`src/source/cpu_settings.svh`:
```
`ifndef CPU_SETTINGS_SVH
`define CPU_SETTINGS_SVH

// ----------------------------------------
// Core widths
// ----------------------------------------

// Data word carried by registers, ALU and output port
`define CPU_DATA_W 8

// Program memory address
`define CPU_ADDR_W 8

// General purpose registers, A is index 0 and B is index 1
`define CPU_NUM_REGS 8

// First fetch address after reset
`define CPU_RESET_PC 8'h00

`endif
```
`src/source/isa_pkg.sv`:
```
`include "cpu_settings.svh"

package isa_pkg;

  // ----------------------------------------
  // Opcode layout  cc_hhh_lll
  // ----------------------------------------
  typedef enum logic [1:0] {
    CLS_CTRL = 2'b00,
    CLS_ALU  = 2'b01,
    CLS_MOV  = 2'b10  // 2'b11 is unused and runs as NOP
  } instr_class_e;

  // Upper field of the control class
  typedef enum logic [2:0] {
    GRP_MISC = 3'b000,
    GRP_LDI  = 3'b010,  // Lower field is the destination
    GRP_JMP  = 3'b011   // Lower field is the condition
  } ctrl_group_e;

  // Lower field within GRP_MISC
  typedef enum logic [2:0] {
    MISC_NOP = 3'b000,
    MISC_OUT = 3'b011,
    MISC_HLT = 3'b101
  } misc_op_e;

  typedef enum logic [2:0] {
    ADD, SUB, INC, DEC, AND, OR, XOR, ADC
  } alu_op_e;

  typedef enum logic [2:0] {
    JMP, JZ, JNZ, JC, JNC
  } jump_cond_e;

  typedef logic [$clog2(`CPU_NUM_REGS)-1:0] reg_id_t;

  localparam reg_id_t REG_A = reg_id_t'(0);
  localparam reg_id_t REG_B = reg_id_t'(1);

  typedef struct packed {
    instr_class_e cls;
    logic [2:0]   hi;  // Group, ALU op or MOV source
    logic [2:0]   lo;  // Sub-code, condition or destination
  } instr_fields_t;

  // Same byte seen as fields or as the raw opcode
  typedef union packed {
    instr_fields_t f;
    logic [7:0]    raw;
  } instr_u;

endpackage

```
`src/source/cpu_ctrl_pkg.sv`:
```
`include "cpu_settings.svh"

package cpu_ctrl_pkg;
  import isa_pkg::*;

  // Write-back source in the datapath
  typedef enum logic [1:0] {
    WB_ALU,
    WB_IMM,
    WB_REG
  } wb_src_e;

  // Sequencer to datapath, one-cycle strobes
  typedef struct packed {
    logic                   wb_en;
    wb_src_e                wb_src;
    reg_id_t                wb_reg;
    reg_id_t                rd_reg;   // MOV source
    alu_op_e                alu_op;
    logic                   flags_en;
    logic                   out_en;
    logic [`CPU_DATA_W-1:0] imm;
  } dp_ctrl_t;

  // Datapath to sequencer, current flags
  typedef struct packed {
    logic zero;
    logic carry;
  } dp_status_t;

endpackage

```
`src/source/cpu_top.sv`:
```
`include "cpu_settings.svh"

module cpu_top import cpu_ctrl_pkg::*; (
  input  logic                   clk,
  input  logic                   reset,
  output logic                   mem_rd,
  output logic [`CPU_ADDR_W-1:0] mem_addr,
  input  logic [`CPU_DATA_W-1:0] mem_rdata,
  input  logic                   mem_ready,
  output logic                   out_valid,
  output logic [`CPU_DATA_W-1:0] out_data,
  output logic                   halted
);

  dp_ctrl_t   ctrl;    // Strobes for the execute cycle
  dp_status_t status;  // Flags back to jump decode

  cpu_sequencer u_seq (
    .clk       (clk),
    .reset     (reset),
    .mem_rdata (mem_rdata),
    .mem_ready (mem_ready),
    .status    (status),
    .mem_rd    (mem_rd),
    .mem_addr  (mem_addr),
    .ctrl      (ctrl),
    .halted    (halted)
  );

  cpu_datapath u_dp (
    .clk       (clk),
    .reset     (reset),
    .ctrl      (ctrl),
    .status    (status),
    .out_valid (out_valid),
    .out_data  (out_data)
  );

endmodule

```
`src/source/cpu_sequencer.sv`:
```
`include "cpu_settings.svh"

module cpu_sequencer import isa_pkg::*, cpu_ctrl_pkg::*; (
  input  logic                   clk,
  input  logic                   reset,
  input  logic [`CPU_DATA_W-1:0] mem_rdata,
  input  logic                   mem_ready,
  input  dp_status_t             status,
  output logic                   mem_rd,
  output logic [`CPU_ADDR_W-1:0] mem_addr,
  output dp_ctrl_t               ctrl,
  output logic                   halted
);

  typedef enum logic [2:0] {
    S_IDLE,
    S_FETCH,
    S_IMM,
    S_EXEC,
    S_HALT
  } seq_state_e;

  seq_state_e             state;
  logic [`CPU_ADDR_W-1:0] pc;
  instr_u                 ir;
  logic [`CPU_DATA_W-1:0] imm_q;
  instr_u                 fetched;    // Opcode arriving from memory
  logic                   needs_imm;
  logic                   cond_met;
  logic                   jump_taken;
  logic                   exec_halt;

  // ----------------------------------------
  // Memory port
  // ----------------------------------------
  assign mem_rd   = (state == S_FETCH) || (state == S_IMM);
  assign mem_addr = pc;
  assign halted   = (state == S_HALT);

  // LDI and JMP carry a second byte
  assign fetched.raw = mem_rdata;
  assign needs_imm   = (fetched.f.cls == CLS_CTRL) &&
                       ((fetched.f.hi == GRP_LDI) || (fetched.f.hi == GRP_JMP));

  always_comb begin
    case (jump_cond_e'(ir.f.lo))
      JMP:     cond_met = 1'b1;
      JZ:      cond_met = status.zero;
      JNZ:     cond_met = !status.zero;
      JC:      cond_met = status.carry;
      JNC:     cond_met = !status.carry;
      default: cond_met = 1'b0;
    endcase
  end

  // ----------------------------------------
  // Execute decode
  // ----------------------------------------
  always_comb begin
    ctrl        = '0;
    ctrl.imm    = imm_q;
    ctrl.alu_op = alu_op_e'(ir.f.hi);
    ctrl.rd_reg = ir.f.hi;
    ctrl.wb_reg = ir.f.lo;
    jump_taken  = 1'b0;
    exec_halt   = 1'b0;

    if (state == S_EXEC) begin
      case (ir.f.cls)
        CLS_ALU: begin
          ctrl.wb_en    = 1'b1;
          ctrl.wb_src   = WB_ALU;
          ctrl.wb_reg   = REG_A;  // Result always lands in A
          ctrl.flags_en = 1'b1;
        end
        CLS_MOV: begin
          ctrl.wb_en  = 1'b1;
          ctrl.wb_src = WB_REG;
        end
        CLS_CTRL: begin
          case (ctrl_group_e'(ir.f.hi))
            GRP_MISC: begin
              case (misc_op_e'(ir.f.lo))
                MISC_NOP: exec_halt = 1'b0;
                MISC_OUT: ctrl.out_en = 1'b1;
                MISC_HLT: exec_halt = 1'b1;
                default:  exec_halt = 1'b0;  // Unused sub-codes
              endcase
            end
            GRP_LDI: begin
              ctrl.wb_en  = 1'b1;
              ctrl.wb_src = WB_IMM;
            end
            GRP_JMP: jump_taken = cond_met;
            default: jump_taken = 1'b0;
          endcase
        end
        default: jump_taken = 1'b0;  // Class 3 runs as NOP
      endcase
    end
  end

  // ----------------------------------------
  // State, PC and instruction register
  // ----------------------------------------
  always_ff @(posedge clk or posedge reset) begin
    if (reset) begin
      state <= S_IDLE;
      pc    <= `CPU_RESET_PC;
      ir    <= '0;
    end else begin
      case (state)
        S_IDLE: state <= S_FETCH;  // First read one cycle after reset
        S_FETCH: begin
          if (mem_ready) begin
            ir    <= fetched;
            pc    <= pc + 1'b1;
            state <= needs_imm ? S_IMM : S_EXEC;
          end
        end
        S_IMM: begin
          if (mem_ready) begin
            pc    <= pc + 1'b1;
            state <= S_EXEC;
          end
        end
        S_EXEC: begin
          if (jump_taken) begin
            pc <= imm_q;
          end
          state <= exec_halt ? S_HALT : S_FETCH;
        end
        default: state <= S_HALT;  // Left only through reset
      endcase
    end
  end

  always_ff @(posedge clk) begin
    if ((state == S_IMM) && mem_ready) begin
      imm_q <= mem_rdata;
    end
  end

endmodule

```
`src/source/cpu_datapath.sv`:
```
`include "cpu_settings.svh"

module cpu_datapath import cpu_ctrl_pkg::*; (
  input  logic                   clk,
  input  logic                   reset,
  input  dp_ctrl_t               ctrl,
  output dp_status_t             status,
  output logic                   out_valid,
  output logic [`CPU_DATA_W-1:0] out_data
);

  logic [`CPU_DATA_W-1:0] wb_data;
  logic [`CPU_DATA_W-1:0] rd_data;
  logic [`CPU_DATA_W-1:0] reg_a;
  logic [`CPU_DATA_W-1:0] reg_b;
  logic [`CPU_DATA_W-1:0] alu_result;
  logic                   alu_zero;
  logic                   alu_carry;

  reg_file u_regs (
    .clk     (clk),
    .reset   (reset),
    .wr_en   (ctrl.wb_en),
    .wr_reg  (ctrl.wb_reg),
    .wr_data (wb_data),
    .rd_reg  (ctrl.rd_reg),
    .rd_data (rd_data),
    .reg_a   (reg_a),
    .reg_b   (reg_b)
  );

  alu u_alu (
    .a        (reg_a),
    .b        (reg_b),
    .op       (ctrl.alu_op),
    .carry_in (status.carry),  // Used by ADC only
    .result   (alu_result),
    .zero     (alu_zero),
    .carry    (alu_carry)
  );

  always_comb begin
    case (ctrl.wb_src)
      WB_IMM:  wb_data = ctrl.imm;
      WB_REG:  wb_data = rd_data;
      default: wb_data = alu_result;
    endcase
  end

  // ----------------------------------------
  // Flags and output port
  // ----------------------------------------
  always_ff @(posedge clk or posedge reset) begin
    if (reset) begin
      status    <= '0;
      out_valid <= 1'b0;
    end else begin
      if (ctrl.flags_en) begin
        status.zero  <= alu_zero;
        status.carry <= alu_carry;
      end
      out_valid <= ctrl.out_en;  // One-cycle pulse
    end
  end

  // Holds A as it was at the last OUT
  always_ff @(posedge clk) begin
    if (ctrl.out_en) begin
      out_data <= reg_a;
    end
  end

endmodule

```
`src/source/reg_file.sv`:
```
`include "cpu_settings.svh"

module reg_file import isa_pkg::*; (
  input  logic                   clk,
  input  logic                   reset,
  input  logic                   wr_en,
  input  reg_id_t                wr_reg,
  input  logic [`CPU_DATA_W-1:0] wr_data,
  input  reg_id_t                rd_reg,
  output logic [`CPU_DATA_W-1:0] rd_data,
  output logic [`CPU_DATA_W-1:0] reg_a,
  output logic [`CPU_DATA_W-1:0] reg_b
);

  logic [`CPU_DATA_W-1:0] regs [`CPU_NUM_REGS];

  // ----------------------------------------
  // Write port
  // ----------------------------------------
  always_ff @(posedge clk or posedge reset) begin
    if (reset) begin
      for (int i = 0; i < `CPU_NUM_REGS; i++) begin
        regs[i] <= '0;
      end
    end else if (wr_en) begin
      regs[wr_reg] <= wr_data;
    end
  end

  // ----------------------------------------
  // Read ports
  // ----------------------------------------
  assign rd_data = regs[rd_reg];  // MOV source
  assign reg_a   = regs[REG_A];   // ALU operand and output port
  assign reg_b   = regs[REG_B];

endmodule

```
`src/source/alu.sv`:
```
`include "cpu_settings.svh"

module alu import isa_pkg::*; (
  input  logic [`CPU_DATA_W-1:0] a,
  input  logic [`CPU_DATA_W-1:0] b,
  input  alu_op_e                op,
  input  logic                   carry_in,
  output logic [`CPU_DATA_W-1:0] result,
  output logic                   zero,
  output logic                   carry
);

  // One extra bit holds carry or borrow
  logic [`CPU_DATA_W:0] ext_a;
  logic [`CPU_DATA_W:0] ext_b;
  logic [`CPU_DATA_W:0] ext_r;

  assign ext_a = {1'b0, a};
  assign ext_b = {1'b0, b};

  always_comb begin
    case (op)
      ADD:     ext_r = ext_a + ext_b;
      ADC:     ext_r = ext_a + ext_b + {{`CPU_DATA_W{1'b0}}, carry_in};
      SUB:     ext_r = ext_a - ext_b;  // Top bit set when a < b
      INC:     ext_r = ext_a + 1'b1;   // Carry on FF -> 00
      DEC:     ext_r = ext_a - 1'b1;   // Carry on 00 -> FF
      AND:     ext_r = {1'b0, a & b};
      OR:      ext_r = {1'b0, a | b};
      XOR:     ext_r = {1'b0, a ^ b};
      default: ext_r = ext_a;
    endcase
  end

  assign result = ext_r[`CPU_DATA_W-1:0];
  assign carry  = ext_r[`CPU_DATA_W];
  assign zero   = (result == '0);

endmodule

```
`config.mk`:
```
export PLATFORM = sky130hd
export DESIGN_NAME = cpu_top
export DESIGN_NICKNAME = d
export VERILOG_FILES = /design/src/source/isa_pkg.sv /design/src/source/cpu_ctrl_pkg.sv /design/src/source/cpu_top.sv /design/src/source/cpu_sequencer.sv /design/src/source/cpu_datapath.sv /design/src/source/reg_file.sv /design/src/source/alu.sv
export VERILOG_INCLUDE_DIRS = /design/src /design/src/source
export SDC_FILE = /design/constraint.sdc
export NUM_CORES = 1
export LEC_CHECK = 0
export BUFFER_PORTS_ARGS = -buffer_cell sky130_fd_sc_hd__buf_2
export CAP_MARGIN = 20
export CORE_MARGIN = 2
export CORE_UTILIZATION = 40
export CTS_CLUSTER_DIAMETER = 150
export CTS_CLUSTER_SIZE = 25
export DETAILED_ROUTE_END_ITERATION = 8
export PLACE_DENSITY_LB_ADDON = 0.1
export SLEW_MARGIN = 10
export SYNTH_ARGS = -nofsm -noshare
export SYNTH_HDL_FRONTEND = slang
export SYNTH_SLANG_ARGS = --single-unit
```
`constraint.sdc`:
```
create_clock -name clk -period 7.8 [get_ports clk]
set_input_delay 1.56 -clock clk [delete_from_list [all_inputs] [get_ports clk]]
set_output_delay 1.56 -clock clk [all_outputs]
set_load 0.05 [all_outputs]
```
==> impl_results.md <==
- Final Util: 44.99%
- Antenna Nets Post-Route: 0
- Setup bufs post-CTS: 0
- Reg-to-reg setup timing slack: 4.49 ns
- Crit path largest cell delay: 0.46 ns
- # port buffers: 29
- CP Class: flop to flop
- Layout cells sized above 1: 19.78%
- Met2 wire length: 7.550 mm
- Slew margin rel.: 30.28%
- Critical path arrival: 3.54 ns
- Initial antenna violation count: 0
- Synthesized area: 6284 um2
- Largest area contributor in the netlist: dfrtp_1
- First-pass GRT wire length: 26.84 mm
- CTS tree: yes
- Diode count: 0
- Top-count cell post-synth: dfrtp_1
- Final Hold Vio Count: 0
- Main synth FF type: dfrtp_1
- Final hold slack: 0.4801 ns
- Nets: 669
- H-tree depth: 3
- Crit path max-delay family: compound AO/OA/AOI/OAI gates
- Crit path required time: 8.04 ns
- Total GRT Usage: 20.91%
- YS warnings: 0
- Worst Setup Start Kind: flop
- Asr flop ratio synth: 84.31%
- Vias in the first global route: 4703
- Hold buffers post-CTS: 0
- Largest net degree at the start of global routing: 87
- Worst setup EP type: flop
- Top Metal Used: met4
- Initial Util: 41.18%
- Routed vias/inst: 5.846
- Routed len/inst: 19.81 um
- Register Area: 2634 um2
- DRT iter0 DRCs: 363
- Total CTS buffers: 9
- Final setup fails: 0
- Fill cells: 1444
- Final WL: 16.70 mm
- Row cnt: 45
- Fmax: 302.5 MHz
- CP cell instances: nand2b_1 -> nor2_4 -> a21oi_1 -> ha_1 -> a2111o_1 -> o21ai_0 -> xor2_1 -> a21boi_0 -> a311oi_1 -> o31a_4 -> o21ai_1
- Die height: 129.3 um
- Avg Cell Area, Syn: 10.27 um2
- Outcome: finished, final reports clean
- Top cells by area, synth: dfrtp_1 (34%), edfxtp_1 (7.6%), mux4_2 (6.5%)
- Io pins: 30
- Chip Width: 129.3 um
- Final GP Congestion: 0.8744
- Final period util: 42.38%
- WL met1: 7.818 mm
- Mapped Nets: 654
- Post-synth EDFFs: 16
- Reg clk slew, reported paths: 0.08 ns
- Clk Latency, worst-skew pair: 0.35 ns
- Seq/Total Area, Yosys: 41.90%
- Tmin final: 3.305 ns
- Post-synth top area share: 34.25%
- DRC: 0
- Type of the most critical hold path: flop to flop
- WP buf/inv: 0
- Area of the core: 15260 um2
- Post-route clock skew: 0.008904 ns
- Gr ovfl total: 0
- Max Slew Vio Count: 0
- Worst-Margin Slew: 1.039 ns
- Resized cells post-CTS: 0
- Full die area: 16730 um2
- Crit path max-delay cell type: a311oi_1
- Yosys cell types: 72
- Root buffer cell: clkbuf_16
- Max FO, Critical Path: 10
- Max-Cap Viols: 0
- Mapped Cells: 612
- Vias: 4928
- Post-synth top cells: dfrtp_1 (86), nand2_1 (72), o21ai_0 (59)
- Area of the multi-input gates: 3344 um2
- CTS sink count: 102
- RSZ-0062 raised after global routing: no
- Flops & latches, synth: 102
- Area delta synth->final: 9.239%
- Clock Path Buffers: 2
- Setup TNS: 0 ns
- DP Wirelength: 11.91 mm
- Met3 wire length: 914 um
- Drt pass-1 iters: 5
[cell usage in the layout (no fill, tap or decap), types with 16 or more instances in the layout]
master    synthesis  layout
edfxtp_1         16      16
a21oi_1          37      37
ha_1             29      29
nand2_1          72      72
buf_2            15      29
nand3_1          21      21
o21ai_0          59      59
dfrtp_1          86      85
nor2_1           26      26
inv_1            25      24
mux2_2           32      32
mux4_2           18      18
[routing by layer]
layer	GRT usage (%)	vias to the layer above
met3	4.418	29
li1	-	2291
met4	6.330	0
met1	30.42	2451
met2	31.42	157
met5	0	-
[worst min-delay path, delay by kind of cell, from the launching register on]
kind | cells | cell delay [ns]
and+or+nand+nor | 1 | 0.04
DFF | 1 | 0.34
AOI/OAI and AO/OA | 1 | 0.06
[final timing paths]
path / end / start / depth (start not counted)
setup / recovery: u_dp.u_regs.regs[7]$_DFFE_PP0P_ / u_seq.ir[5]$_DFFE_PP0P_ / 11
hold / removal: u_dp.u_regs.regs[28]$_DFFE_PP0P_ / u_dp.u_regs.regs[28]$_DFFE_PP0P_ / 2
setup reg to reg: u_dp.u_regs.regs[7]$_DFFE_PP0P_ / u_seq.ir[5]$_DFFE_PP0P_ / 11
hold reg to reg: u_dp.u_regs.regs[28]$_DFFE_PP0P_ / u_dp.u_regs.regs[28]$_DFFE_PP0P_ / 2
max in group asynchronous: u_seq.ir[3]$_DFFE_PP0P_ / reset / 4
min in group asynchronous: u_dp.u_regs.reg_a[6]$_DFFE_PP0P_ / reset / 3
[state kept, by name, summed over array words and instances (netlist names)]
signal,flops
u_dp.u_regs.regs,48
u_dp.out_data,8
u_dp.u_regs.reg_a,8
u_dp.u_regs.reg_b,8
u_seq.imm_q,8
u_seq.ir,8
u_seq.mem_addr,8
u_seq.state,3
u_dp.status,2
u_dp.out_valid,1
[layout make-up]
type / count / area share (%)
Clock inverter: 5 / 0.6927
Multi-Input combinational cell: 452 / 48.72
Inverter: 25 / 1.385
Tap cell: 211 / 3.846
Clock buffer: 11 / 3.700
Timing Repair Buffer: 37 / 3.281
Sequential cell: 102 / 38.37
[kinds of logic after synthesis]
logic type                 synth area share (%)
and+or+nand+nor                           14.70
muxes                                     13.30
buffers and inverters                     4.879
AOI/OAI and AO/OA                         17.70
xor gates and xnor gates                  1.115
adders and majority gates                 6.412
DFF                                       41.90
[stage by stage]
step / setup slack, ns / area, um2 / instances
after floorplan: 4.018 / 6284 / 612
after global placement: 4.639 / 6520 / 824
after detailed placement: 4.549 / 6528 / 825
after CTS: 4.540 / 6829 / 841
after global routing: 4.246 / 6864 / 843
final: 4.495 / 6864 / 843
Power is not shown: default switching activity piles up to over one toggle a cycle in this logic, so the estimate is an artifact.
